[config.mk]
export PLATFORM = sky130hd
export DESIGN_NAME = exec_top
export DESIGN_NICKNAME = d
export VERILOG_FILES = /design/src/logic/cfg_pkg.sv /design/src/logic/isa_pkg.sv /design/src/logic/mem_dp.sv /design/src/logic/alu.sv /design/src/logic/exec_ctrl.sv /design/src/logic/exec_top.sv
export SDC_FILE = /design/constraint.sdc
export NUM_CORES = 2
export LEC_CHECK = 0
export ABC_AREA = 1
export BUFFER_PORTS_ARGS = -buffer_cell sky130_fd_sc_hd__buf_2
export CAP_MARGIN = 20
export CORE_MARGIN = 2
export CORE_UTILIZATION = 45
export CTS_BUF_LIST = sky130_fd_sc_hd__clkbuf_8
export CTS_CLUSTER_SIZE = 24
export DETAILED_ROUTE_END_ITERATION = 16
export PLACE_DENSITY_LB_ADDON = 0.05
export SLEW_MARGIN = 0
export SYNTH_ARGS = -nofsm -noshare
export SYNTH_HDL_FRONTEND = slang
export SYNTH_SLANG_ARGS = --single-unit
[constraint.sdc]
create_clock -name clock -period 14.1 [get_ports clock]
set_input_delay 2.82 -clock clock [delete_from_list [all_inputs] [get_ports clock]]
set_output_delay 2.82 -clock clock [all_outputs]
set_load 0.02 [all_outputs]
[src/logic/cfg_pkg.sv]
// Datapath and register file sizes
// Register count, index width, shift amount width

package cfg_pkg;

    //////////////////////////////////////////////////////////////////////
    // Datapath
    //////////////////////////////////////////////////////////////////////

    localparam int DATA_W = 32;                     // Register and result width
    localparam int SHAMT_W = 5;                     // Low operand bits used by shifts

    //////////////////////////////////////////////////////////////////////
    // Register file
    //////////////////////////////////////////////////////////////////////

    localparam int NUM_REGS = 16;
    localparam int REG_ADDR_W = $clog2(NUM_REGS);   // Register index width

endpackage

[src/logic/isa_pkg.sv]
// Opcode encoding of the execute engine
// Command and response structs carried over the req/ack handshake

package isa_pkg;

    localparam int IMM_W = 16;                      // Immediate field width

    //////////////////////////////////////////////////////////////////////
    // Opcodes
    //////////////////////////////////////////////////////////////////////

    typedef enum logic [2:0] {
        OP_ADD = 3'd0,                              // rs1 + rs2, wrapping
        OP_SUB = 3'd1,                              // rs1 - rs2, wrapping
        OP_AND = 3'd2,
        OP_OR  = 3'd3,
        OP_XOR = 3'd4,
        OP_SLL = 3'd5,                              // Shift by low bits of rs2
        OP_SRL = 3'd6,                              // Logical, zero fill
        OP_LDI = 3'd7                               // Zero-extended immediate
    } opcode_e;

    //////////////////////////////////////////////////////////////////////
    // Host side payloads
    //////////////////////////////////////////////////////////////////////

    // One command, 31 bits in all
    typedef struct packed {
        opcode_e                         opcode;
        logic [cfg_pkg::REG_ADDR_W-1:0]  rd;        // Destination
        logic [cfg_pkg::REG_ADDR_W-1:0]  rs1;       // First source
        logic [cfg_pkg::REG_ADDR_W-1:0]  rs2;       // Second source
        logic [IMM_W-1:0]                imm;       // Used by LDI only
    } exec_cmd_t;

    // Returned while ack is high
    typedef struct packed {
        logic [cfg_pkg::DATA_W-1:0]      result;
        logic                            zero;      // Result is all zeros
    } exec_rsp_t;

endpackage

[src/logic/mem_dp.sv]
// Generic dual-ported memory
// Several combinational read ports, one clocked write port, optional bypass

`timescale 1ns/1ps

module mem_dp #(
    parameter int WIDTH      = 32,
    parameter int DEPTH      = 32,
    parameter int READ_PORTS = 1,
    parameter int BYPASS_EN  = 0    // 1: same-address write seen by reads this cycle
) (
    input  logic                                      clock,
    input  logic                                      reset,

    // Read ports
    input  logic [READ_PORTS-1:0]                     re,
    input  logic [READ_PORTS-1:0][$clog2(DEPTH)-1:0]  raddr,
    output logic [READ_PORTS-1:0][WIDTH-1:0]          rdata,

    // Write port
    input  logic                                      we,
    input  logic [$clog2(DEPTH)-1:0]                  waddr,
    input  logic [WIDTH-1:0]                          wdata
);

    logic [DEPTH-1:0][WIDTH-1:0] mem;               // Storage array

    //////////////////////////////////////////////////////////////////////
    // Read logic
    //////////////////////////////////////////////////////////////////////

    // Each port is independent; disabled ports return zero
    always_comb begin
        for (int p = 0; p < READ_PORTS; p++) begin
            if (!re[p]) begin
                rdata[p] = '0;
            end else if ((BYPASS_EN != 0) && we && (raddr[p] == waddr)) begin
                rdata[p] = wdata;                   // Forward the write in flight
            end else begin
                rdata[p] = mem[raddr[p]];
            end
        end
    end

    //////////////////////////////////////////////////////////////////////
    // Write logic
    //////////////////////////////////////////////////////////////////////

    // Whole array clears on reset, so every entry reads as zero until written
    always_ff @(posedge clock) begin
        if (reset) begin
            mem <= '0;
        end else if (we) begin
            mem[waddr] <= wdata;
        end
    end

    //////////////////////////////////////////////////////////////////////
    // Assertions
    //////////////////////////////////////////////////////////////////////

    // Write address known and inside the array
    a_waddr_ok: assert property (
        @(posedge clock) disable iff (reset)
        we |-> (!$isunknown(waddr) && (waddr < DEPTH))
    ) else $error("mem_dp: bad write address %h", waddr);

    // Same check per read port, only while that port is enabled
    for (genvar i = 0; i < READ_PORTS; i++) begin : g_read_chk
        a_raddr_ok: assert property (
            @(posedge clock) disable iff (reset)
            re[i] |-> (!$isunknown(raddr[i]) && (raddr[i] < DEPTH))
        ) else $error("mem_dp: bad read address %h on port %0d", raddr[i], i);
    end

endmodule

[src/logic/alu.sv]
// Registered arithmetic and logic unit
// Eight opcodes, result and zero flag held until the next load

`timescale 1ns/1ps

module alu (
    input  logic                        clock,
    input  logic                        reset,
    input  logic                        load,       // Capture a new result
    input  isa_pkg::opcode_e            op,
    input  logic [cfg_pkg::DATA_W-1:0]  a,          // rs1 value
    input  logic [cfg_pkg::DATA_W-1:0]  b,          // rs2 value
    input  logic [isa_pkg::IMM_W-1:0]   imm,
    output logic [cfg_pkg::DATA_W-1:0]  result,
    output logic                        zero
);

    logic [cfg_pkg::SHAMT_W-1:0]  shamt;            // Shift amount from b
    logic [cfg_pkg::DATA_W-1:0]   result_next;

    assign shamt = b[cfg_pkg::SHAMT_W-1:0];         // Upper bits of b ignored

    //////////////////////////////////////////////////////////////////////
    // Compute
    //////////////////////////////////////////////////////////////////////

    always_comb begin
        case (op)
            isa_pkg::OP_ADD: result_next = a + b;   // Wraps mod 2^DATA_W
            isa_pkg::OP_SUB: result_next = a - b;
            isa_pkg::OP_AND: result_next = a & b;
            isa_pkg::OP_OR:  result_next = a | b;
            isa_pkg::OP_XOR: result_next = a ^ b;
            isa_pkg::OP_SLL: result_next = a << shamt;
            isa_pkg::OP_SRL: result_next = a >> shamt;   // Zero fill
            isa_pkg::OP_LDI: result_next = cfg_pkg::DATA_W'(imm);
            default:         result_next = '0;
        endcase
    end

    //////////////////////////////////////////////////////////////////////
    // Output registers
    //////////////////////////////////////////////////////////////////////

    // One cycle from load to a valid result
    always_ff @(posedge clock) begin
        if (reset) begin
            result <= '0;
            zero   <= 1'b0;
        end else if (load) begin
            result <= result_next;
            zero   <= (result_next == '0);
        end
    end

    // Opcode must be resolved whenever a result is captured
    a_op_known: assert property (
        @(posedge clock) disable iff (reset)
        load |-> !$isunknown(op)
    ) else $error("alu: unknown opcode on load");

endmodule

[src/logic/exec_ctrl.sv]
// Execute engine controller
// Four-phase req/ack FSM; sequences read, compute and write-back per command

`timescale 1ns/1ps

module exec_ctrl (
    input  logic                                      clock,
    input  logic                                      reset,

    // Host handshake
    input  logic                                      req,
    input  isa_pkg::exec_cmd_t                        cmd,
    output logic                                      ack,
    output isa_pkg::exec_rsp_t                        rsp,

    // Register file
    output logic [1:0]                                rf_re,
    output logic [1:0][cfg_pkg::REG_ADDR_W-1:0]       rf_raddr,
    input  logic [1:0][cfg_pkg::DATA_W-1:0]           rf_rdata,
    output logic                                      rf_we,
    output logic [cfg_pkg::REG_ADDR_W-1:0]            rf_waddr,
    output logic [cfg_pkg::DATA_W-1:0]                rf_wdata,

    // ALU
    output logic                                      alu_load,
    output isa_pkg::opcode_e                          alu_op,
    output logic [cfg_pkg::DATA_W-1:0]                alu_a,
    output logic [cfg_pkg::DATA_W-1:0]                alu_b,
    output logic [isa_pkg::IMM_W-1:0]                 alu_imm,
    input  logic [cfg_pkg::DATA_W-1:0]                alu_result,
    input  logic                                      alu_zero
);

    typedef enum logic [1:0] {
        IDLE = 2'd0,                                // Waiting for req
        EXEC = 2'd1,                                // Read sources, ALU computes
        WB   = 2'd2,                                // Write back, load response
        HOLD = 2'd3                                 // ack high until req drops
    } state_e;

    state_e              state;
    state_e              state_next;
    isa_pkg::exec_cmd_t  cmd_q;                     // Command in flight
    isa_pkg::exec_rsp_t  rsp_q;

    //////////////////////////////////////////////////////////////////////
    // State machine
    //////////////////////////////////////////////////////////////////////

    always_comb begin
        state_next = state;
        case (state)
            IDLE:    if (req) state_next = EXEC;
            EXEC:    state_next = WB;
            WB:      state_next = HOLD;
            HOLD:    if (!req) state_next = IDLE;   // Host finished its phase
            default: state_next = IDLE;
        endcase
    end

    always_ff @(posedge clock) begin
        if (reset) begin
            state <= IDLE;
            ack   <= 1'b0;
            rsp_q <= '0;
        end else begin
            state <= state_next;
            if (state == WB) begin
                ack          <= 1'b1;               // Same edge as the write
                rsp_q.result <= alu_result;
                rsp_q.zero   <= alu_zero;
            end else if ((state == HOLD) && !req) begin
                ack <= 1'b0;
            end
        end
    end

    // Keeps rd and sources stable after the host lets go of cmd
    always_ff @(posedge clock) begin
        if ((state == IDLE) && req) begin
            cmd_q <= cmd;
        end
    end

    assign rsp = rsp_q;

    //////////////////////////////////////////////////////////////////////
    // Register file and ALU drive
    //////////////////////////////////////////////////////////////////////

    // LDI ignores both sources, so skip the reads
    assign rf_re       = ((state == EXEC) && (cmd_q.opcode != isa_pkg::OP_LDI)) ? 2'b11 : 2'b00;
    assign rf_raddr[0] = cmd_q.rs1;
    assign rf_raddr[1] = cmd_q.rs2;

    assign alu_load = (state == EXEC);              // Result valid at next edge
    assign alu_op   = cmd_q.opcode;
    assign alu_a    = rf_rdata[0];
    assign alu_b    = rf_rdata[1];
    assign alu_imm  = cmd_q.imm;

    assign rf_we    = (state == WB);
    assign rf_waddr = cmd_q.rd;
    assign rf_wdata = alu_result;

    //////////////////////////////////////////////////////////////////////
    // Assertions
    //////////////////////////////////////////////////////////////////////

    // Host still holding req keeps the response up
    a_ack_hold: assert property (
        @(posedge clock) disable iff (reset)
        (ack && req) |=> ack
    ) else $error("exec_ctrl: ack dropped while req high");

    // Write-back is the cycle just before ack rises
    a_we_in_wb: assert property (
        @(posedge clock) disable iff (reset)
        rf_we |=> (ack && !$past(ack))
    ) else $error("exec_ctrl: register write outside write-back");

endmodule

[src/logic/exec_top.sv]
// Register-file execute engine top level
// Controller, two-read-port register file and registered ALU

`timescale 1ns/1ps

module exec_top (
    input  logic                clock,
    input  logic                reset,
    input  logic                req,
    input  isa_pkg::exec_cmd_t  cmd,
    output logic                ack,
    output isa_pkg::exec_rsp_t  rsp
);

    // Register file wiring
    logic [1:0]                                rf_re;
    logic [1:0][cfg_pkg::REG_ADDR_W-1:0]       rf_raddr;
    logic [1:0][cfg_pkg::DATA_W-1:0]           rf_rdata;
    logic                                      rf_we;
    logic [cfg_pkg::REG_ADDR_W-1:0]            rf_waddr;
    logic [cfg_pkg::DATA_W-1:0]                rf_wdata;

    // ALU wiring
    logic                                      alu_load;
    isa_pkg::opcode_e                          alu_op;
    logic [cfg_pkg::DATA_W-1:0]                alu_a;
    logic [cfg_pkg::DATA_W-1:0]                alu_b;
    logic [isa_pkg::IMM_W-1:0]                 alu_imm;
    logic [cfg_pkg::DATA_W-1:0]                alu_result;
    logic                                      alu_zero;

    exec_ctrl u_ctrl (
        .clock      (clock),
        .reset      (reset),
        .req        (req),
        .cmd        (cmd),
        .ack        (ack),
        .rsp        (rsp),
        .rf_re      (rf_re),
        .rf_raddr   (rf_raddr),
        .rf_rdata   (rf_rdata),
        .rf_we      (rf_we),
        .rf_waddr   (rf_waddr),
        .rf_wdata   (rf_wdata),
        .alu_load   (alu_load),
        .alu_op     (alu_op),
        .alu_a      (alu_a),
        .alu_b      (alu_b),
        .alu_imm    (alu_imm),
        .alu_result (alu_result),
        .alu_zero   (alu_zero)
    );

    // Next command never overlaps a write, so no bypass
    mem_dp #(
        .WIDTH      (cfg_pkg::DATA_W),
        .DEPTH      (cfg_pkg::NUM_REGS),
        .READ_PORTS (2),
        .BYPASS_EN  (0)
    ) reg_file (
        .clock (clock),
        .reset (reset),
        .re    (rf_re),
        .raddr (rf_raddr),
        .rdata (rf_rdata),
        .we    (rf_we),
        .waddr (rf_waddr),
        .wdata (rf_wdata)
    );

    alu u_alu (
        .clock  (clock),
        .reset  (reset),
        .load   (alu_load),
        .op     (alu_op),
        .a      (alu_a),
        .b      (alu_b),
        .imm    (alu_imm),
        .result (alu_result),
        .zero   (alu_zero)
    );

endmodule

==> reports/metrics.cfg <==
[outcome]
status = finished, final reports clean

[synth]
muxShareOfSynthArea = 0
ys_top_cells_by_count = 1,082 x nand2_1, 814 x nand3_1, 764 x o21ai_0, 752 x a21oi_1, 586 x inv_1
syn_inst = 5975
synth_xor_area_frac = 0.0109
netlist_area_mm2 = 0.0385
yosysMostFrequentCell = nand2_1
syn_avg_cell_area_um2 = 6.44
synth-edff-count = 31
syn_nets = 6112
synth_cell_types = 52
ys_top_cells_by_area = dfxtp_1 30%, nand3_1 11%, nand2_1 11%
synth-adder-area-share = 0.0337
ys.warnings.count = 0
async_reset_ff_frac = 0
synth_compound_area_frac = 0.248
synth_top_flop_cell = dfxtp_1
synth_top_cell_area_share = 0.302
synth_top_family_by_area = simple AND/OR/NAND/NOR gates
synth_top_area_cell = dfxtp_1
yosys.area_share.simple = 0.262
ys_ff_latch = 612
yosysSeqAreaShare = 0.326

[final_layout]
num-nets-final = 5880
fillCellCount = 8995
layout-drive-gt1-share = 0.0727
area_growth_pct = 6.93

[critical_path]
crit-reg2reg-launch = u_ctrl.rf_raddr[4]$_DFFE_PP_
cp.depth = 34
arrival_ns = 8.22
endpoint = u_alu.zero$_SDFFE_PP0N_
reg2reg_to = u_alu.zero$_SDFFE_PP0N_
startpoint = u_ctrl.rf_raddr[4]$_DFFE_PP_
ff2ff_setup_slack_ns = 6.60
rr_worst_depth = 34
worst_path_dominant_cell_family = simple AND/OR/NAND/NOR gates
crit_path_frequent_cell = nand2_1
cpMaxStageDelayCell = buf_4
worst_setup_path_start_kind = register
cp_max_fo = 221
end_kind = register
cp_num_buf_inv = 5
crit_type = register to register
cpPeakStageDelay_ns = 0.68
worstPathRequired_ns = 14.82

[clocking]
cts_tree = done
clockBufferDepth = 3
worstSkewPairLatency_ns = 0.83
cts.hold.buffers_added = 0
postCtsSetupBuffers = 0
cts_buffers = 109
cts_max_level = 3
clk_pin_slew_ns = 0.06
clock-sinks = 612
cts_resized = 0
cts_root_buf = clkbuf_8

[timing]
slew_headroom = 0.222
rsz0062_at_grt = no
clock.fmax_mhz = 133
tightest_slew_ns = 1.17
setup_slack_ns = 6.60
maxSlewViolCount = 0
skew_ns = 0.0496
setup_viol = 0
hold_violations = 0
fin_crit_ns = 7.50
hold-worst-slack_ns = 0.466
setup_tns_ns = 0
finalCritPeriodShare = 0.532

[route]
routedWlPerCell_um = 24.4
postRouteAntennaNets = 0
drt-pass1-iter-count = 7
via_per_inst = 5.89
vias = 41200
wl_um = 171000
drtIter0Drc = 4798
drc_errors = 0

[global_routing]
grt_pass1_vias = 37500
grt_pass1_wl_um = 249000
grt_usage = 0.380
grt_max_degree = 222
antenna_found_initial = 6
grt-ovfl-total = 0

[die]
coreArea_mm2 = 0.0850
die_x_um = 296
rows = 107
fp.dieArea_mm2 = 0.0879
die_h_um = 296
ios = 68
initial_utilization = 0.453

[placement]
dp_hpwl_um = 110000
place_ws_ns = 6.77
gp_congestion = 1.04
placement.io_buffers = 67

[power]
vdd_ir_drop_max_uv = 78.6
p_per_area_mw_per_mm2 = 142
power_uw = 5840
p_leak_uw = 0.0180

[worst_hold_path]
hold_class = register to register

[run]
maxCapViolCount = 0

## worst reg2reg max path: cells and delay by family (launching register included)
| kind | cells | cell delay (ns) |
|---|---|---|
| AO/OA/AOI/OAI | 4 | 0.54 |
| XOR/XNOR | 2 | 0.33 |
| flip-flops | 1 | 0.37 |
| buffers and inverters | 5 | 2.60 |
| adder cells (fa/ha/maj) | 1 | 0.35 |
| AND/OR/NAND/NOR | 22 | 3.20 |
## cell type report
class / instances / area, µm² / area share
flip-flops and latches: 612 / 12600 / 0.305
repair buffers: 144 / 1010 / 0.0246
diodes: 4 / 10.0 / 0.000243
multi-input cells: 4267 / 21500 / 0.522
well taps: 1144 / 1430 / 0.0348
clock inverters: 70 / 504 / 0.0123
inverters: 609 / 2300 / 0.0560
clock buffers: 134 / 1840 / 0.0448
## layout by cell type, fill, tap and decap left out, types with 11 or more instances in the layout
master,count
a21oi_1,751
buf_2,67
buf_4,71
clkbuf_8,134
clkinv_2,24
dfxtp_1,581
edfxtp_1,31
ha_1,101
inv_1,615
inv_2,18
nand2_1,1078
nand2_2,23
nand3_1,813
nand4_1,30
nor2_1,307
nor2_4,14
nor3_1,15
o2111ai_1,11
o211ai_1,162
o21ai_0,764
o21ai_1,40
or2_2,28
xor2_1,42
## worst min path at each step
| stage | from | to | slack [ns] | cells past startpoint |
|---|---|---|---|---|
| after CTS | reg_file.mem[471]$_SDFFE_PP0P_ | reg_file.mem[471]$_SDFFE_PP0P_ | 0.47 | 2 |
| after detailed placement | reg_file.mem[471]$_SDFFE_PP0P_ | reg_file.mem[471]$_SDFFE_PP0P_ | 0.46 | 2 |
| final | reg_file.mem[31]$_SDFFE_PP0P_ | reg_file.mem[31]$_SDFFE_PP0P_ | 0.47 | 2 |
| after floorplan | reg_file.mem[27]$_SDFFE_PP0P_ | reg_file.mem[27]$_SDFFE_PP0P_ | 0.43 | 2 |
| after global routing | reg_file.mem[322]$_SDFFE_PP0P_ | reg_file.mem[322]$_SDFFE_PP0P_ | 0.48 | 2 |
| after global placement | reg_file.mem[238]$_SDFFE_PP0P_ | reg_file.mem[238]$_SDFFE_PP0P_ | 0.45 | 2 |
## layer usage
metal	routed length, µm	GRT usage	share of wire
met1	72400	0.498	0.42
met2	75900	0.605	0.44
met3	12900	0.0601	0.075
met4	9470	0.190	0.055
met5	0	0	0
## report_power, final
part / switching (µW) / internal, µW / leakage [µW]
Clock: 829 / 975 / 0.00135
Combinational: 1540 / 561 / 0.0117
Sequential: 111 / 1830 / 0.00499
## state kept, by name (all words and copies together), names as in the netlist
register,count
u_ctrl.alu_op,3
u_ctrl.state,2
u_alu.result,32
u_alu.zero,1
u_ctrl.rsp,33
u_ctrl.ack,1
u_ctrl.rf_waddr,4
reg_file.mem,512
u_ctrl.rf_raddr,8
u_ctrl.alu_imm,16
## metrics by stage
step / instance area [µm²] / utilization / cells
2_1_floorplan: 38500 / - / 5975
3_3_place_gp: 38700 / 0.455 / 6773
3_5_place_dp: 38700 / 0.456 / 6774
4_1_cts: 41100 / 0.483 / 6978
5_1_grt: 41100 / 0.484 / 6983
6_report: 41100 / 0.484 / 6984
## cells by family (layout without fill, tap and decap cells)
kind of cell               after synthesis  in the layout
other                                    0              4
and+or+nand+nor                       2332           2332
DFF                                    612            612
adders and majority gates              103            103
xor gates and xnor gates                48             48
buffers and inverters                 1096            957
AOI/OAI and AO/OA                     1784           1784
No activity file was read; power rests on OpenSTA's default activity.
